===== config.mk =====
export PLATFORM = sky130hd
export DESIGN_NAME = bundle_engine
export DESIGN_NICKNAME = d
export VERILOG_FILES = /design/src/verilog/cu_bundles_pkg.sv /design/src/verilog/bundle_engine.sv
export SDC_FILE = /design/constraint.sdc
export NUM_CORES = 1
export LEC_CHECK = 0
export BUFFER_PORTS_ARGS = -buffer_cell sky130_fd_sc_hd__buf_4
export CORE_AREA = 2 2 113 115
export DETAILED_ROUTE_END_ITERATION = 8
export DIE_AREA = 0 0 115 117
export HOLD_SLACK_MARGIN = 0.1
export PLACE_DENSITY_LB_ADDON = 0.08
export SYNTH_ARGS = -nofsm -noshare
export SYNTH_HDL_FRONTEND = slang
export SYNTH_SLANG_ARGS = --single-unit

===== constraint.sdc =====
create_clock -name ap_clk -period 6.5 [get_ports ap_clk]
set_clock_uncertainty 0.1 [all_clocks]
set_input_delay 1.3 -clock ap_clk [delete_from_list [all_inputs] [get_ports ap_clk]]
set_output_delay 1.3 -clock ap_clk [all_outputs]
set_load 0.1 [all_outputs]

===== src/verilog/cu_bundles_pkg.sv =====
// ----------------------------------------
// Cluster sizing localparams and the
// descriptor, memory word and packet types
// ----------------------------------------
package cu_bundles_pkg;

    // ----------------------------------------
    // Cluster sizing
    // ----------------------------------------
    // Bundles sharing the memory port
    localparam int num_bundles = 4;

    // Bundle ID bits, at least one
    localparam int bundle_id_width = (num_bundles > 1) ? $clog2(num_bundles) : 1;

    // Memory word sizing
    // Address and data widths are kept equal, one word holds either
    localparam int addr_width = 32;
    localparam int data_width = 32;

    // Per-bundle word count
    localparam int length_width = 8;

    // ----------------------------------------
    // Shared types
    // ----------------------------------------
    // Owning bundle of a request or response
    typedef logic [bundle_id_width-1:0] bundle_id_t;

    // Kernel descriptor, valid is a one-cycle strobe
    typedef struct packed {
        logic                    valid;
        logic [addr_width-1:0]   base_addr;
        // Words per bundle
        logic [length_width-1:0] length;
    } kernel_descriptor_t;

    // One memory word, two readings
    // Requests carry an address, responses carry data
    typedef union packed {
        logic [addr_width-1:0] addr;
        logic [data_width-1:0] data;
    } memory_word_u;

    // Request or response on the memory port
    typedef struct packed {
        logic         valid;
        bundle_id_t   id;
        memory_word_u word;
    } memory_packet_t;

    // Accumulated sum, wraps modulo 2**data_width
    typedef logic [data_width-1:0] bundle_sum_t;

endpackage : cu_bundles_pkg

===== src/verilog/bundle_engine.sv =====
// ----------------------------------------
// Bundle engine, read address generator
// for one slice plus response counter
// and data accumulator
// ----------------------------------------
`timescale 1ns/10ps

module bundle_engine import cu_bundles_pkg::*; #(
    parameter int bundle_index = 0
) (
    input  logic               ap_clk,
    input  logic               areset_cu_bundles,
    input  kernel_descriptor_t descriptor,
    input  logic               grant,
    input  memory_packet_t     response,
    output memory_packet_t     req_packet,
    output logic               done,
    output bundle_sum_t        sum
);

    // ----------------------------------------
    // Engine state
    // ----------------------------------------
    // Descriptor seen since reset
    logic                    started;
    // Words in this slice
    logic [length_width-1:0] length_reg;
    // Requests granted so far
    logic [length_width-1:0] issue_count;
    logic [length_width-1:0] issue_next;
    // Responses received so far
    logic [length_width-1:0] recv_count;
    // First address of this bundle's slice
    logic [addr_width-1:0]   slice_start;

    // ----------------------------------------
    // Slice start and next count
    // ----------------------------------------
    // base + index * length
    assign slice_start = descriptor.base_addr
                       + addr_width'(bundle_index) * addr_width'(descriptor.length);

    assign issue_next = issue_count + length_width'(1);

    // ----------------------------------------
    // Request generator
    // ----------------------------------------
    // Request held until granted, next address one cycle later
    always_ff @(posedge ap_clk) begin
        req_packet.id <= bundle_id_t'(bundle_index);
        if (areset_cu_bundles) begin
            req_packet.valid <= 1'b0;
            issue_count      <= '0;
            length_reg       <= '0;
            started          <= 1'b0;
        end else if (descriptor.valid) begin
            // New kernel, restart the slice
            req_packet.valid     <= (descriptor.length != '0);
            req_packet.word.addr <= slice_start;
            issue_count          <= '0;
            length_reg           <= descriptor.length;
            started              <= 1'b1;
        end else if (grant && req_packet.valid) begin
            // Granted, step to the next word
            req_packet.valid     <= (issue_next < length_reg);
            req_packet.word.addr <= req_packet.word.addr + addr_width'(1);
            issue_count          <= issue_next;
        end
    end

    // ----------------------------------------
    // Response accumulator
    // ----------------------------------------
    always_ff @(posedge ap_clk) begin
        if (areset_cu_bundles) begin
            sum        <= '0;
            recv_count <= '0;
        end else if (descriptor.valid) begin
            sum        <= '0;
            recv_count <= '0;
        end else if (response.valid) begin
            // Data view of the returned word, wrapping add
            sum        <= sum + response.word.data;
            recv_count <= recv_count + length_width'(1);
        end
    end

    // ----------------------------------------
    // Done flag
    // ----------------------------------------
    // All responses back and no new kernel arriving
    assign done = started && (recv_count == length_reg) && !descriptor.valid;

endmodule : bundle_engine


# ---- After elaboration in Yosys (flattened, before gate mapping)
# Cells that the tools add are included.
dict set report word_totals {
  ff_bits 90
  in_bits 79
  output_inout_bits 68
  elab_cells 26
}
dict set report classes {
  addsub 4
  n_lt_le_gt_ge 1
  eq_ne 1
  mux 4
  n_bitwise 1
  n_reduce_logical 8
}
# operator count
set ops {}
lappend ops {{32-bit two-way mux} 2}
lappend ops {{32-bit by 1-bit adder with 32-bit output, second input constant} 1}
lappend ops {{32-bit adder} 1}
lappend ops {{8-bit by 1-bit adder with 8-bit output, second input constant} 2}
lappend ops {{8-bit equality test} 1}
lappend ops {{8-bit < comparator} 1}
lappend ops {{8-bit nonzero test} 1}
lappend ops {{1-bit logical AND} 3}
lappend ops {{1-bit two-way mux} 2}
lappend ops {{2-bit AND reduction} 1}
lappend ops {{2-bit nonzero test} 1}
lappend ops {{2-bit OR reduction} 1}
lappend ops {{1-bit logical NOT} 1}
lappend ops {{1-bit NOT} 1}

# ---- Depth between registers and ports, before layout
dict set report depth {
  depth_word 4
  mapped_depth 10
  depth_no_buf 10
}

# ---- Worst setup path after synthesis
# OpenSTA, ideal clock, no wires.
dict set report synth_timing {
  path_type {input -> output}
  from {input port descriptor[40] (netlist bit)}
  to {output port done}
  arrival_time_ns 4.961
  required_ns 5.100
  path_slack_ns 0.139
  stages 3
  path_buffers 2
  path_cell_list {clkbuf_1 clkbuf_1 nor4b_1}
}
dict set report synth_between {
  elab_chain_len 2
}
# item line_no
set synth_lines {}
lappend synth_lines {{start: declaration} bundle_engine.sv:13} ;# input kernel_descriptor_t descriptor,
lappend synth_lines {{1-bit logical NOT} bundle_engine.sv:92} ;# assign done = started && (recv_count == length_reg) && !descriptor.valid;
lappend synth_lines {{1-bit logical AND} bundle_engine.sv:92}
lappend synth_lines {{end: declaration} bundle_engine.sv:17} ;# output logic done,
# No other way between the ends.

# ---- Worst setup path after layout
# Ends and elaborated chain as after synthesis.

==> key figures <==
Timing
  • Worst slew pin tran: 0.9602 ns
  • Highest Clock Rate: between 0.2 and 0.3 GHz
  • Worst hold slack: 0.3723 ns
  • Post-route minimum period: 3.810 ns
  • RSZ-0062 raised after global routing: no
  • Setup TNS Final: 0 ns
  • Final hold vios: 0
  • Setup violators final: 0
  • Relative slew slack: between 30% and 40%
  • Final period util: 58.61%
  • Slew Limit Fails: 0

Clocking
  • Root Driver: clkbuf_16
  • H-tree levels: 3
  • CTS tree: yes
  • Worst-Skew Late Latency: 0.34 ns
  • Post-CTS setup buffer count: 0
  • Hold Buf Count CTS: 0
  • Clk sinks: 90
  • Clk slew on worst S/H paths: about 0.07 ns
  • CTS Buf Count: 9
  • Post_cts resized: 0
  • Maximum root-to-sink buffer count: 2

Pwr
  • Pint: 1.102 mW
  • P_sw: roughly 0.55 mW
  • Leak: around 3.2 nW
  • Worst vdd ir: 0.0001083 V
  • Power Total: approximately 1.7 mW
  • Combinational power share: 26.9%
  • Power density cells: about 220 nW/um^2
  • Reg power frac: about two fifths
  • Sw Share: about 33%
  • Clock network power share: 34.2%

Logic synthesis
  • Synth cell types: between 60 and 70
  • Syn_area_per_cell: slightly below 9 um^2
  • Ys flop type: dfxtp_1
  • Top-area cell type share of the netlist area: between 10% and 20%
  • Register bit count reported by yosys: 90
  • Synth area leader: dfxtp_1
  • Number of synthesized flops with an enable pin: 32
  • Asr flop ratio synth: 0%
  • Synthesis Warnings: 0
  • Post-synthesis sequential area ratio: 35.54%
  • Area of the mapped netlist: 5971 um^2
  • Area contributors post-synth: dfxtp_1 19%, edfxtp_1 16%, ha_1 8.6%, xnor2_1 5.4%, xor2_1 5.4%
  • Mapped Cells: approximately 670

Global route
  • Vias in the first global route: between 4k and 5k
  • Tot GR Track Use: about a fifth
  • Largest net degree at the start of global routing: 79
  • First-pass GRT wire length: 22820 um
  • Initial antenna violation count: 0
  • Remaining global-route overflow: 0

Floorplan
  • Std-Cell Rows: 41
  • Core area: roughly 12000 um^2
  • I/O pin total: between 100 and 150
  • Die width: about 120 um
  • Die Y: between 100 and 150 um
  • Initial Util: 48.50%
  • Die ar.: 13460 um^2

Cells and area
  • Final Non-Filler Cells: about 960
  • Finished Core Util: between 60% and 70%
  • Max reg flops: 33
  • Biggest register: req_packet
  • Nets: slightly above 900
  • Antenna diode count: 0
  • Area added between synthesis and finish: 24.60%
  • Share of layout cells above drive strength 1: a little under a quarter
  • Biggest regs: req_packet x33, sum x32

Worst hold path
  • Worst Hold Class: flop to flop

Worst setup path
  • CP cell instances: buf_4 > nor4b_1 > buf_4
  • Worst setup EP type: primary output
  • Critical Path Source Type: input port
  • Top cell by count, worst path: buf_4
  • Req. time, crit path: 5.10 ns
  • CP max stage cell: nor4b_1
  • CP arrival: ~2.4 ns
  • Worst path max stage delay: approximately 0.4 ns
  • Kind of cell adding the most delay to the critical path: buffers and inverters
  • Peak fanout along the critical path: between 70 and 80
  • Worst Path Buf+Inv: 2
  • Worst Setup Path Type: input port to primary output

Place
  • GPL Wtd Cong: between 0.8 and 0.9
  • Cells after DPL: ~940
  • # port buffers: 142
  • Post-DP HPWL: approximately 10000 um

Route
  • Via density per instance: roughly 5.5
  • Wirelength, routed: between 10000 and 15000 um
  • Vias: ~5.2k
  • WL per Instance: between 10 and 15 um
  • Drt pass-1 iters: 5
  • DRC viols: 0
  • Post-route ant nets: 0
  • First DRT Iteration DRCs: between 200 and 250

Status
  • Status: complete, no violations

Job
  • Maxcap violations: 0
worst min-delay path: cells and delay by family (launching register included):
kind | cells | cell delay [ns]
flops | 1 | 0.31
simple gates | 2 | 0.12
cell usage in the layout (no fill, tap or decap), types with 10 or more instances in the layout:
| cell | n |
|---|---|
| xnor2_1 | 37 |
| nand2_1 | 69 |
| dfxtp_1 | 58 |
| xor2_1 | 37 |
| nor3_1 | 11 |
| and3_1 | 10 |
| edfxtp_1 | 32 |
| ha_1 | 41 |
| nand3_1 | 33 |
| inv_1 | 22 |
| buf_4 | 144 |
| mux2i_1 | 27 |
| nor2_1 | 71 |
| o21ai_0 | 53 |
| a21oi_1 | 34 |
| nand4_1 | 15 |
area by class of cell:
type                            count  area, um^2
Fill cell                        1099        4872
Inverter                           22       82.58
Clock inverter                      5       78.83
Timing Repair Buffer              144        1081
Tap cell                          150       187.7
Sequential cell                    90        2122
Clock buffer                       11       242.7
Multi-Input combinational cell    536        3645
layer usage:
metal | wire (um) | global-route usage [%]
met1 | 6313 | 26.39
met2 | 6720 | 36.35
met5 | 0 | 0
met3 | 712 | 3.399
met4 | 255 | 8.514
cells by family (layout without fill, tap and decap cells):
| logic type | Yosys count | after routing | share of synthesized area (%) |
|---|---|---|---|
| AO/OA/AOI/OAI | 151 | 151 | 17.60 |
| XOR/XNOR | 74 | 74 | 10.85 |
| adder cells (fa/ha/maj) | 42 | 42 | 8.927 |
| buffers and inverters | 48 | 182 | 3.521 |
| flip-flops | 90 | 90 | 35.54 |
| multiplexers | 28 | 28 | 4.715 |
| other | 1 | 2 | 0.06281 |
| AND/OR/NAND/NOR | 239 | 239 | 18.78 |
through the flow:
| step | area [um^2] | setup slack [ns] |
|---|---|---|
| after CTS | 7440 | 2.677 |
| after floorplan | 5974 | 0.1394 |
| after detailed placement | 7118 | 2.459 |
| after global placement | 7118 | 2.484 |
| final | 7440 | 2.690 |
| after global routing | 7440 | 2.597 |
path summary, 6_finish.rpt:
kind,start,to,slack (ns),depth (start not counted)
worst min-delay path,started$_SDFFE_PP0P_,started$_SDFFE_PP0P_,0.37,2
worst max register to register,sum[0]$_SDFFE_PP0P_,sum[26]$_SDFFE_PP0P_,3.55,10
worst min register to register,started$_SDFFE_PP0P_,started$_SDFFE_PP0P_,0.37,2
worst max-delay path,descriptor[40],done,2.69,3
power by group through the flow:
stage | Combinational, mW | Sequential [mW] | Clock, mW
global route | 0.478 | 0.647 | 0.598
detailed placement | 0.444 | 0.655 | 0
floorplan | 0.181 | 0.808 | 0
CTS | 0.446 | 0.643 | 0.580
finish | 0.445 | 0.643 | 0.565
global placement | 0.440 | 0.654 | 0
synthesized netlist by cell type, types with 2 or more instances:
cell type and count:
nor2_1 72, nand2_1 69, dfxtp_1 58, o21ai_0 53, ha_1 41, xnor2_1 37
xor2_1 37, a21oi_1 34, nand3_1 33, edfxtp_1 32, mux2i_1 27, inv_1 22
clkbuf_1 16, nand4_1 15, nor3_1 11, and3_1 10, a21o_1 7, o21a_1 7
or3_1 6, a211oi_1 5, nor4_1 5, o211ai_1 5, a31oi_1 4, o21bai_1 4
a31o_2 3, buf_1 3, nand2b_1 3, or2_2 3, a2111oi_0 2, a211oi_2 2
a221oi_4 2, and4_1 2, buf_2 2, buf_4 2, buf_6 2, nand3b_1 2
o211ai_2 2, o31a_1 2
(Power assumes the default switching activity.)
