===== src/verilog/cu_bundles_pkg.sv =====
// ----------------------------------------
// Cluster sizing localparams and the
// descriptor, memory word and packet types
// ----------------------------------------
package cu_bundles_pkg;

    // ----------------------------------------
    // Cluster sizing
    // ----------------------------------------
    // Bundles sharing the memory port
    localparam int num_bundles = 4;

    // Bundle ID bits, at least one
    localparam int bundle_id_width = (num_bundles > 1) ? $clog2(num_bundles) : 1;

    // Memory word sizing
    // Address and data widths are kept equal, one word holds either
    localparam int addr_width = 32;
    localparam int data_width = 32;

    // Per-bundle word count
    localparam int length_width = 8;

    // ----------------------------------------
    // Shared types
    // ----------------------------------------
    // Owning bundle of a request or response
    typedef logic [bundle_id_width-1:0] bundle_id_t;

    // Kernel descriptor, valid is a one-cycle strobe
    typedef struct packed {
        logic                    valid;
        logic [addr_width-1:0]   base_addr;
        // Words per bundle
        logic [length_width-1:0] length;
    } kernel_descriptor_t;

    // One memory word, two readings
    // Requests carry an address, responses carry data
    typedef union packed {
        logic [addr_width-1:0] addr;
        logic [data_width-1:0] data;
    } memory_word_u;

    // Request or response on the memory port
    typedef struct packed {
        logic         valid;
        bundle_id_t   id;
        memory_word_u word;
    } memory_packet_t;

    // Accumulated sum, wraps modulo 2**data_width
    typedef logic [data_width-1:0] bundle_sum_t;

endpackage : cu_bundles_pkg

===== src/verilog/response_router.sv =====
// ----------------------------------------
// Response router, one memory response
// steered to its owning bundle by ID
// ----------------------------------------
`timescale 1ns/10ps

module response_router import cu_bundles_pkg::*; (
    input  logic           ap_clk,
    input  logic           areset_cu_bundles,
    input  memory_packet_t response_in,
    output memory_packet_t response_out [num_bundles]
);

    // ----------------------------------------
    // ID decode
    // ----------------------------------------
    // One-hot select of the owning bundle
    logic [num_bundles-1:0] route_sel;

    always_comb begin
        for (int b = 0; b < num_bundles; b++) begin
            route_sel[b] = response_in.valid && (response_in.id == bundle_id_t'(b));
        end
    end

    // ----------------------------------------
    // Registered fan-out
    // ----------------------------------------
    // Payload goes to every bundle
    // only the owner sees valid high
    always_ff @(posedge ap_clk) begin
        for (int b = 0; b < num_bundles; b++) begin
            response_out[b].id   <= response_in.id;
            response_out[b].word <= response_in.word;
            if (areset_cu_bundles) begin
                response_out[b].valid <= 1'b0;
            end else begin
                response_out[b].valid <= route_sel[b];
            end
        end
    end

endmodule : response_router


===== config.mk =====
export PLATFORM = sky130hd
export DESIGN_NAME = response_router
export DESIGN_NICKNAME = d
export VERILOG_FILES = /design/src/verilog/cu_bundles_pkg.sv /design/src/verilog/response_router.sv
export SDC_FILE = /design/constraint.sdc
export NUM_CORES = 1
export LEC_CHECK = 0
export BUFFER_PORTS_ARGS = -buffer_cell sky130_fd_sc_hd__buf_2
export CORE_ASPECT_RATIO = 2
export CORE_MARGIN = 5
export CORE_UTILIZATION = 36
export CTS_CLUSTER_SIZE = 20
export DETAILED_ROUTE_END_ITERATION = 10
export PLACE_DENSITY = 0.87
export SLEW_MARGIN = 20
export SYNTH_ARGS = -nofsm -noshare
export SYNTH_HDL_FRONTEND = slang
export SYNTH_SLANG_ARGS = --single-unit
export TNS_END_PERCENT = 100

===== constraint.sdc =====
create_clock -name ap_clk -period 1.8 [get_ports ap_clk]
set_clock_uncertainty 0.2 [all_clocks]
set_input_delay 0.09 -clock ap_clk [delete_from_list [all_inputs] [get_ports ap_clk]]
set_output_delay 0.09 -clock ap_clk [all_outputs]
set_load 0.01 [all_outputs]

Yosys cells after proc, flatten, opt, wreduce, memory -nomap -nowiden
Cells that the tools add are included.
Cells by class
  bitwise gates (word level): 0
  order comparisons: 0
  eq/ne operators: 3
  muxes and demuxes: 0
  $add $sub $neg: 0
  reductions and logical operators: 5
  shifts and indexed selects: 0
  multipliers: 0
  div/mod/pow operators: 0
Operator list (count)
  2-bit equality test, second input constant: 2
  1-bit logical AND: 4
  2-bit by 1-bit equality test with 1-bit output, second input constant: 1
  2-bit zero test: 1
Word-level totals
  memory bits (writable): 0
  memories kept: 0
  bits in registers: 38
  memory bits (read-only): 0
  latch bits: 0
  output and inout bits: 140

Longest topological paths before layout
Gate-level depths: netlist of run 1.
  depth in word-level cells: 2
  mapped depth: 1
  gate-level depth less buffers: 1

Least setup slack after synthesis of run 1
OpenSTA, ideal clock, no wires.
  kind: register -> output
  from: reg response_out[30] (netlist name)
  to: out response_out[100] (netlist name)
  arrival: 530 ps
  path slack: 980 ps
  buffers on the path: 1
  cell stages (with the launch flop): 2
  cells stage by stage: dfxtp_1 -> buf_4
RTL lines
  to (decl): RTL line response_router.sv:11  | output memory_packet_t response_out [num_bundles]

Worst setup path after layout of run 1
  from: in response_in[33] (netlist name)
  to: reg response_out[139] (netlist name)
Between the ends
  cells in the longest elaborated chain, start to end: 2
RTL lines
  from (decl): RTL line response_router.sv:10  | input memory_packet_t response_in,
  2-bit zero test: RTL line response_router.sv:22  | route_sel[b] = response_in.valid && (response_in.id == bundle_id_t'(b));
  1-bit logical AND: RTL line response_router.sv:22
Every way passes these cells.
A chain may end at the register's enable or synchronous reset.

==> metrics.cfg, run 1 <==
[outcome]
status=finished, final reports clean

[power]
internal-power_mw=1.66
p_sw_mw=0.493
p_per_area_mw_per_mm2=948
combPwrFrac=0.166
cellLeakagePower_nw=1.26
sequentialPowerShare=0.426
vdd_drop_max_mv=0.612
swShare=0.229
p_clk_frac=0.408
finalPower_mw=2.15

[logic_synthesis]
syn_nets=181
yosysWarnings=0
synth_area_mm2=0.00158
synth.distinct_cells=5
ys_ff_latch=38
synth-seq-area-share=0.483
avgSynthCellArea_um2=10.9
synthCells=144

[grt]
grt_pass1_vias=1317
met2_usage=0.292
grt_usage=0.151
grt_use_met3=0.0573
grt_util_met1=0.114
grt_pass1_wl_mm=6.80
antenna_found_initial=0
top_usage_layer=met2
grt-ovfl-total=0
grt_max_degree=13

[clock_tree]
htree_levels=2
clock_sinks=38
postCtsSetupRepairBufs=0
cts_buffer_depth=2
clk_pin_slew_ps=80
cts_made_buffers=5
hold_buffers=37
cts_resized=0
cts_tree=yes
cts_root_buf=clkbuf_8

[timing]
setup_violations=0
maxSlewViolCount=0
hold_ws_ps=236
max_freq_mhz=641
final.setup.worst_slack_ps=240
period_share=0.867
fin_crit_ps=1560
tns_ps=0
hold_viol=0
rsz0062_at_grt=no
tightest_slew_ps=185
slew_headroom=0.877

[floorplan]
core_mm2=0.00430
die_h_um=104
io_pins=177
dieArea_mm2=0.00588
die_x_um=56.8
num_rows=34
start_util=0.367

[placed_design]
io_buffers=176
dp.cells=272
dpl.hpwl_mm=3.22
placed_area_mm2=0.00176
place.gp.congestion=0.709
pre_cts_slack_ps=987

[job]
max-cap-violations=0

[detailed_routing]
ant_nets=0
drc=0
drt_iter0_markers=33
vias=1255
drtPass1Iterations=4
wire_per_inst_um=14.0
vias_per_cell=3.96
drt_wl_total_mm=4.45

[layout]
largest_reg_flops=38
nNetsFinal=299
fin_cells=317
diodes=0
fin_util=0.529
reg_top3=response_out (38)
syn2layout_area_growth_pct=44.1
regMostFlops=response_out
fin_area_mm2=0.00227
drive_gt1_frac=0.711

[worst_setup_path]
critPathLaunchType=input port
worst-path-max-fanout=5
startpoint=response_in[33]
endpoint=response_out[139]$_SDFF_PP0_
endpoint_kind=flop
cp_data_required_time_ps=1830
crit_type=input port to flop
cp.arrival_ps=1590

[hold_path]
hp-class=input port to flop

-- power by group through the flow --
stage          registers (mW)  logic [mW]  clock network (mW)
2_1_floorplan           0.960       0.232                   0
3_3_place_gp            0.933       0.291                   0
3_5_place_dp            0.937       0.298                   0
4_1_cts                 0.917       0.359               0.916
5_1_grt                 0.929       0.380               0.952
6_report                0.918       0.358               0.878
-- how the worst min path moves through the flow --
| stage | cells past startpoint | slack [ps] | startpoint | to |
|---|---|---|---|---|
| finish | 2 | 240 | response_in[25] | response_out[25]$_DFF_P_ |
| global route | 2 | 230 | response_in[27] | response_out[27]$_DFF_P_ |
| CTS | 2 | 220 | response_in[11] | response_out[11]$_DFF_P_ |
| detailed placement | 1 | -6 | response_in[27] | response_out[27]$_DFF_P_ |
| global placement | 1 | -8 | response_in[14] | response_out[14]$_DFF_P_ |
| floorplan | 0 | -80 | response_in[0] | response_out[0]$_DFF_P_ |
-- area by class of cell --
class / count / area [um^2]
Fill cell: 396 / 2020
Timing Repair Buffer: 213 / 1250
Sequential cell: 38 / 761
Clock buffer: 6 / 82.6
Tap cell: 54 / 67.6
Clock inverter: 2 / 60.1
Multi-Input combinational cell: 4 / 50.0
-- cells by family (layout without fill, tap and decap cells) --
| family | after synthesis | after routing | synth area share |
|---|---|---|---|
| flip-flops | 38 | 38 | 0.483 |
| buffers and inverters | 102 | 221 | 0.486 |
| AND/OR/NAND/NOR | 4 | 4 | 0.0317 |
-- metal layers --
metal	part of all wire	wire length, um
met1	0.26	1130
met3	0.12	538
met4	0.043	191
met5	0	0
met2	0.58	2580
-- layout by cell type, fill, tap and decap left out --
cell type / netlist / routed
and4bb_2: 2 / 2
dlygate4sd3_1: 0 / 37
nor4b_2: 1 / 1
bufinv_16: 0 / 2
clkbuf_8: 0 / 6
and4b_1: 1 / 1
dfxtp_1: 38 / 38
buf_2: 0 / 176
-- Yosys cell counts --
cell	n	area [um^2]
and4b_1	1	10.0
and4bb_2	2	25.0
dfxtp_1	38	761
buf_4	102	766
nor4b_2	1	15.0
-- critical path, cell delays in order --
cell           delay (ps)
dlygate4sd3_1         530
buf_2                 150
nor4b_2               260
dlygate4sd3_1         570
(Power assumes the default switching activity.)
==> run 2, diff against run 1 <==
--- a/config.mk
+++ b/config.mk
@@ -5,7 +5,8 @@
 export SDC_FILE = /design/constraint.sdc
 export NUM_CORES = 1
 export LEC_CHECK = 0
-export BUFFER_PORTS_ARGS = -buffer_cell sky130_fd_sc_hd__buf_2
+export ABC_AREA = 1
+export BUFFER_PORTS_ARGS = -buffer_cell sky130_fd_sc_hd__clkbuf_2
 export CORE_ASPECT_RATIO = 2
 export CORE_MARGIN = 5
 export CORE_UTILIZATION = 36
==> metrics.cfg, run 2 <==
[outcome]
status=finished, final reports clean

[layout]
multi_input_area_um2=36.3  ; -28%
nNetsFinal=306  ; +2.3%
final_cell_mix=clkbuf_2 (176), dfxtp_1 (38), dlygate4sd3_1 (36)
largest_reg_flops=38  ; unchanged
drive_gt1_frac=0.681  ; -0.0295
fill_cells=405  ; +2.3%
fin_util=0.514  ; -0.0149
diodes=0  ; unchanged
final_common_cell=clkbuf_2
regMostFlops=response_out
reg_top3=response_out (38)
seq_area_um2=761  ; unchanged
syn2layout_area_growth_pct=40.3

[worst_setup_path]
slowest_stage=dlygate4sd3_1
crit_chain=dlygate4sd3_1, clkbuf_2, nand2_2, dlygate4sd3_1, nor2_1
crit_path_max_incr_delay_ps=610  ; +40 ps
endpoint=response_out[139]$_SDFF_PP0_
timing.critical_path.buf_inv=3  ; unchanged
cp.arrival_ps=1500  ; -90 ps
cp.depth=5  ; +1
worst-path-max-fanout=4  ; -1
critPathLaunchType=input port
endpoint_kind=flop
cp_top_family=buffers and inverters
startpoint=response_in[34]
cp_data_required_time_ps=1770  ; -60 ps
crit_type=input port to flop
crit_path_frequent_cell=dlygate4sd3_1

[floorplan]
io_pins=177  ; unchanged
die_x_um=56.8  ; about the same
dieArea_mm2=0.00587  ; -0.14%
start_util=0.366  ; -0.000582
num_rows=34  ; unchanged
die_h_um=104  ; about the same
core_mm2=0.00430  ; unchanged

[clock_tree]
cts_tree=yes
cts_root_buf=clkbuf_8
cts_resized=0  ; unchanged
postCtsSetupRepairBufs=0  ; unchanged
hold_buffers=36  ; -2.7%
clock_sinks=38  ; unchanged
cts_made_buffers=5  ; unchanged
htree_levels=2  ; unchanged
clk_pin_slew_ps=70  ; about the same
cts_buffer_depth=2  ; unchanged

[logic_synthesis]
synth_area_mm2=0.00157  ; -0.16%
synth_top_area_share=0.486  ; +0.000772
yosysTopAreaCell=buf_4
synthCells=152  ; +5.6%
synthTopCellsByArea=buf_4 (49%), dfxtp_1 (48%), nand2_1 (0.95%)
yosysWarnings=0  ; unchanged
ys_top_cells_by_count=buf_4 (102), dfxtp_1 (38), nand2_1 (4), nor2_1 (4), inv_1 (3)
avgSynthCellArea_um2=10.4  ; -5.4%
postSynth.asyncResetShare=0  ; unchanged
synth.distinct_cells=6  ; +1
ys.flop_type=dfxtp_1
synth-seq-area-share=0.483  ; +0.000767
syn_nets=189  ; +4.4%
synth_edf_count=0  ; unchanged
synth_most_common_cell=buf_4
ys_ff_latch=38  ; unchanged

[grt]
antenna_found_initial=0  ; unchanged
grt_usage=0.129  ; -0.0226
grt_pass1_wl_mm=5.98  ; -12%
grt_pass1_vias=1230  ; -6.6%
grt-ovfl-total=0  ; unchanged
grt_max_degree=12  ; -1

[power]
sequentialPowerShare=0.499  ; +0.073
swShare=0.257  ; +0.0287
cellLeakagePower_nw=1.28  ; +1.6%
p_clk_frac=0.312  ; -0.096
p_sw_mw=0.476  ; -3.3%
p_per_area_mw_per_mm2=838  ; -12%
internal-power_mw=1.37  ; -17%
combPwrFrac=0.189  ; +0.023
vdd_drop_max_mv=0.641  ; +4.7%

[detailed_routing]
vias=1219  ; -2.9%
ant_nets=0  ; unchanged
vias_per_cell=3.76  ; -5.0%
drt_iter0_markers=23  ; -30%
wire_per_inst_um=12.0  ; -15%
drtPass1Iterations=4  ; unchanged
drt_wl_total_mm=3.88  ; -13%
drc=0  ; unchanged

[timing]
maxSlewViolCount=0  ; unchanged
fin_crit_ps=1530  ; -32.6 ps
max_freq_mhz=655  ; +2.1%
hold_viol=0  ; unchanged
tightest_slew_ps=174  ; -10.8 ps
rsz0062_at_grt=no
period_share=0.849  ; -0.0181
slew_headroom=0.884  ; +0.00737
setup_violations=0  ; unchanged
tns_ps=0  ; unchanged

[placed_design]
dpl.hpwl_mm=3.00  ; -6.9%
place.gp.congestion=0.657  ; -7.3%
io_buffers=176  ; unchanged

[hold_path]
hp-class=input port to flop

[job]
max-cap-violations=0  ; unchanged

[run 2: layout make-up]
| class | count | area share |
|---|---|---|
| Timing Repair Buffer | 212 | 0.562 |
| Sequential cell | 38 | 0.344 |
| Clock buffer | 7 | 0.0391 |
| Tap cell | 54 | 0.0306 |
| Multi-Input combinational cell | 9 | 0.0164 |
| Inverter | 3 | 0.00510 |
| Clock inverter | 1 | 0.00227 |
[run 2: metal layers]
layer	vias to the layer above	GRT usage	part of all wire
met2	94	0.244	0.56
met5	-	0	0
met3	10	0.0598	0.15
met4	0	0.0630	0.027
li1	587	-	-
met1	528	0.105	0.27
[run 2: stage by stage]
| step | hold WS, ps | power (mW) | instance area [um^2] | cells | setup slack [ps] |
|---|---|---|---|---|---|
| after global routing | 242 | 1.95 | 2210 | 324 | 255 |
| after floorplan | -82.3 | 1.19 | 1570 | 152 | 980 |
| final | 245 | 1.85 | 2210 | 324 | 272 |
| after CTS | 230 | 1.89 | 2210 | 324 | 339 |
| after detailed placement | -6.09 | 1.24 | 1760 | 280 | 949 |
| after global placement | -7.11 | 1.23 | 1760 | 280 | 945 |
[run 2: worst min path at each step]
stage	from	to	slack, ps	depth (start not counted)
3_3_place_gp	response_in[7]	response_out[7]$_DFF_P_	-7	1
5_1_grt	response_in[10]	response_out[10]$_DFF_P_	240	2
4_1_cts	response_in[7]	response_out[7]$_DFF_P_	230	2
2_1_floorplan	response_in[0]	response_out[0]$_DFF_P_	-80	0
6_report	response_in[16]	response_out[16]$_DFF_P_	250	2
3_5_place_dp	response_in[22]	response_out[22]$_DFF_P_	-6	1
[run 2: kinds of logic after synthesis]
| kind of cell | share of synthesized area |
|---|---|
| buf+inv | 0.494 |
| flops | 0.483 |
| simple gates | 0.0230 |
[run 2: power by group through the flow]
stage	combinational [mW]	clock (mW)	sequential, mW
2_1_floorplan	0.234	0	0.960
3_3_place_gp	0.288	0	0.939
3_5_place_dp	0.292	0	0.943
4_1_cts	0.355	0.611	0.923
5_1_grt	0.375	0.639	0.933
6_report	0.351	0.577	0.923
==> run 3, diff against run 2 <==
--- a/config.mk
+++ b/config.mk
@@ -5,14 +5,14 @@
 export SDC_FILE = /design/constraint.sdc
 export NUM_CORES = 1
 export LEC_CHECK = 0
-export ABC_AREA = 1
+export ABC_AREA = 0
 export BUFFER_PORTS_ARGS = -buffer_cell sky130_fd_sc_hd__clkbuf_2
 export CORE_ASPECT_RATIO = 2
 export CORE_MARGIN = 5
-export CORE_UTILIZATION = 36
+export CORE_UTILIZATION = 34
 export CTS_CLUSTER_SIZE = 20
 export DETAILED_ROUTE_END_ITERATION = 10
-export PLACE_DENSITY = 0.87
+export PLACE_DENSITY = 0.83
 export SLEW_MARGIN = 20
 export SYNTH_ARGS = -nofsm -noshare
 export SYNTH_HDL_FRONTEND = slang
==> constraint.sdc (replaced) <==
create_clock -name ap_clk -period 1.5 [get_ports ap_clk]
set_clock_uncertainty 0.2 [all_clocks]
set_input_delay 0.075 -clock ap_clk [delete_from_list [all_inputs] [get_ports ap_clk]]
set_output_delay 0.075 -clock ap_clk [all_outputs]
set_load 0.01 [all_outputs]
==> metrics.cfg, run 3 (synthesis gave the netlist of run 1 again) <==
[timing]
slew_headroom=0.887  ; +0.00285
rsz0062_at_grt=no
setup_violations=0  ; unchanged
tightest_slew_ps=169  ; -4.48 ps
fin_crit_ps=1140
tns_ps=0  ; unchanged
period_share=0.759
maxSlewViolCount=0  ; unchanged
final.setup.worst_slack_ps=361  ; +88.6 ps
max_freq_mhz=878
hold_viol=0  ; unchanged

[job]
max-cap-violations=0  ; unchanged

[layout]
drive_gt1_frac=0.714  ; +0.0323
final_common_cell=clkbuf_2
regMostFlops=response_out
fin_util=0.497  ; -0.0170
final_cell_mix=clkbuf_2 (176), dfxtp_1 (38), dlygate4sd3_1 (36)
fin_area_mm2=0.00226  ; +2.5%
diodes=0  ; unchanged
nNetsFinal=298  ; -2.6%
syn2layout_area_growth_pct=43.6
largest_reg_flops=38  ; unchanged
reg_top3=response_out (38)

[power]
vdd_drop_max_mv=0.755  ; +18%
finalPower_mw=2.59  ; +40%
p_per_area_mw_per_mm2=1140  ; +36%
cellLeakagePower_nw=1.29  ; +0.59%

[grt]
grt_pass1_vias=1240  ; +0.81%
grt_max_degree=13  ; +1
grt_usage=0.130  ; +0.000713
antenna_found_initial=0  ; unchanged
grt-ovfl-total=0  ; unchanged
grt_pass1_wl_mm=6.13  ; +2.5%

[clock_tree]
cts_buffer_depth=2  ; unchanged
htree_levels=2  ; unchanged
clock_sinks=38  ; unchanged
cts_tree=yes
cts_made_buffers=5  ; unchanged
clk_pin_slew_ps=80  ; about the same
cts_root_buf=clkbuf_8
cts_resized=0  ; unchanged

[floorplan]
dieArea_mm2=0.00618  ; +5.2%
core_mm2=0.00455  ; +6.0%
io_pins=177  ; unchanged
die_h_um=106  ; +2.7%
die_x_um=58.2  ; +2.5%
start_util=0.346  ; -0.0202
num_rows=35  ; +2.9%

[hold_path]
hp-class=input port to flop

[placed_design]
dpl.hpwl_mm=3.06  ; +2.0%
pre_cts_slack_ps=678  ; -271 ps
io_buffers=176  ; unchanged
placed_area_mm2=0.00176  ; +0.21%
place.gp.congestion=0.680  ; +3.4%

[detailed_routing]
drt_iter0_markers=38  ; +65%
wire_per_inst_um=12.7  ; +6.4%
vias=1213  ; -0.49%
drtPass1Iterations=2  ; -2
drc=0  ; unchanged
ant_nets=0  ; unchanged
vias_per_cell=3.83  ; +1.7%
drt_wl_total_mm=4.04  ; +4.1%

[outcome]
status=finished, final reports clean

[worst_setup_path]
cp_top_family=flip-flops
worst-path-max-fanout=4  ; unchanged
slowest_stage=dfxtp_1
crit_chain=clkbuf_2
cp_data_required_time_ps=1220  ; -550 ps
crit_type=flop to output pin
critPathLaunchType=flop
crit_path_max_incr_delay_ps=410  ; -200 ps
endpoint_kind=output pin
timing.critical_path.buf_inv=1  ; -2
cp.arrival_ps=860  ; -640 ps

-- run 3: cell count changes in the layout (fill, tap and decap cells not counted) --
cell / change
nand2_2: -1
and4b_1: +1
nor4b_2: +1
nor2_1: -4
clkbuf_1: -1
nand2_1: -4
bufinv_16: +2
inv_1: -3
and4bb_2: +2
clkinv_2: -1
-- run 3: per-stage QoR --
| step | instances | hold WS, ps |
|---|---|---|
| after floorplan | 144 | -97.3 |
| after global placement | 273 | -22.7 |
| after detailed placement | 273 | -21.1 |
| after CTS | 317 | 213 |
| after global routing | 317 | 207 |
| final | 317 | 224 |
-- run 3: timing repair --
item	in CTS	in global routing
hold buffers	36	0
buffers inserted	0	0
endpoints found under the setup margin	0	0
endpoints found under the hold margin	38	0
-- run 3: worst paths after layout --
path / start / endpoint / slack [ps] / cells after the start
worst max-delay path: response_out[27]$_DFF_P_ / response_out[62] / 360 / 1
worst min-delay path: response_in[3] / response_out[3]$_DFF_P_ / 220 / 2
-- run 3: layout make-up --
type | count | area (um^2)
repair buffers | 212 | 1240
clock inverters | 2 | 60.1
multi-input cells | 4 | 50.0
flip-flops and latches | 38 | 761
well taps | 55 | 68.8
fillers | 418 | 2290
clock buffers | 6 | 82.6
-- run 3: report_power, final --
part | internal [mW] | total [mW] | leakage (nW) | switching, mW
sequential | 1.06 | 1.11 | 0.319 | 0.0471
combinational | 0.219 | 0.421 | 0.899 | 0.203
clock | 0.709 | 1.06 | 0.0714 | 0.347
total | 1.99 | 2.59 | 1.29 | 0.597
-- run 3: layer usage --
layer / global-route usage / wire [um] / vias up / part of all wire
li1: - / - / 572 / -
met1: 0.122 / 1230 / 543 / 0.31
met2: 0.231 / 2220 / 88 / 0.55
met3: 0.0437 / 453 / 10 / 0.11
met4: 0.0763 / 129 / 0 / 0.032
met5: 0 / 0 / - / 0
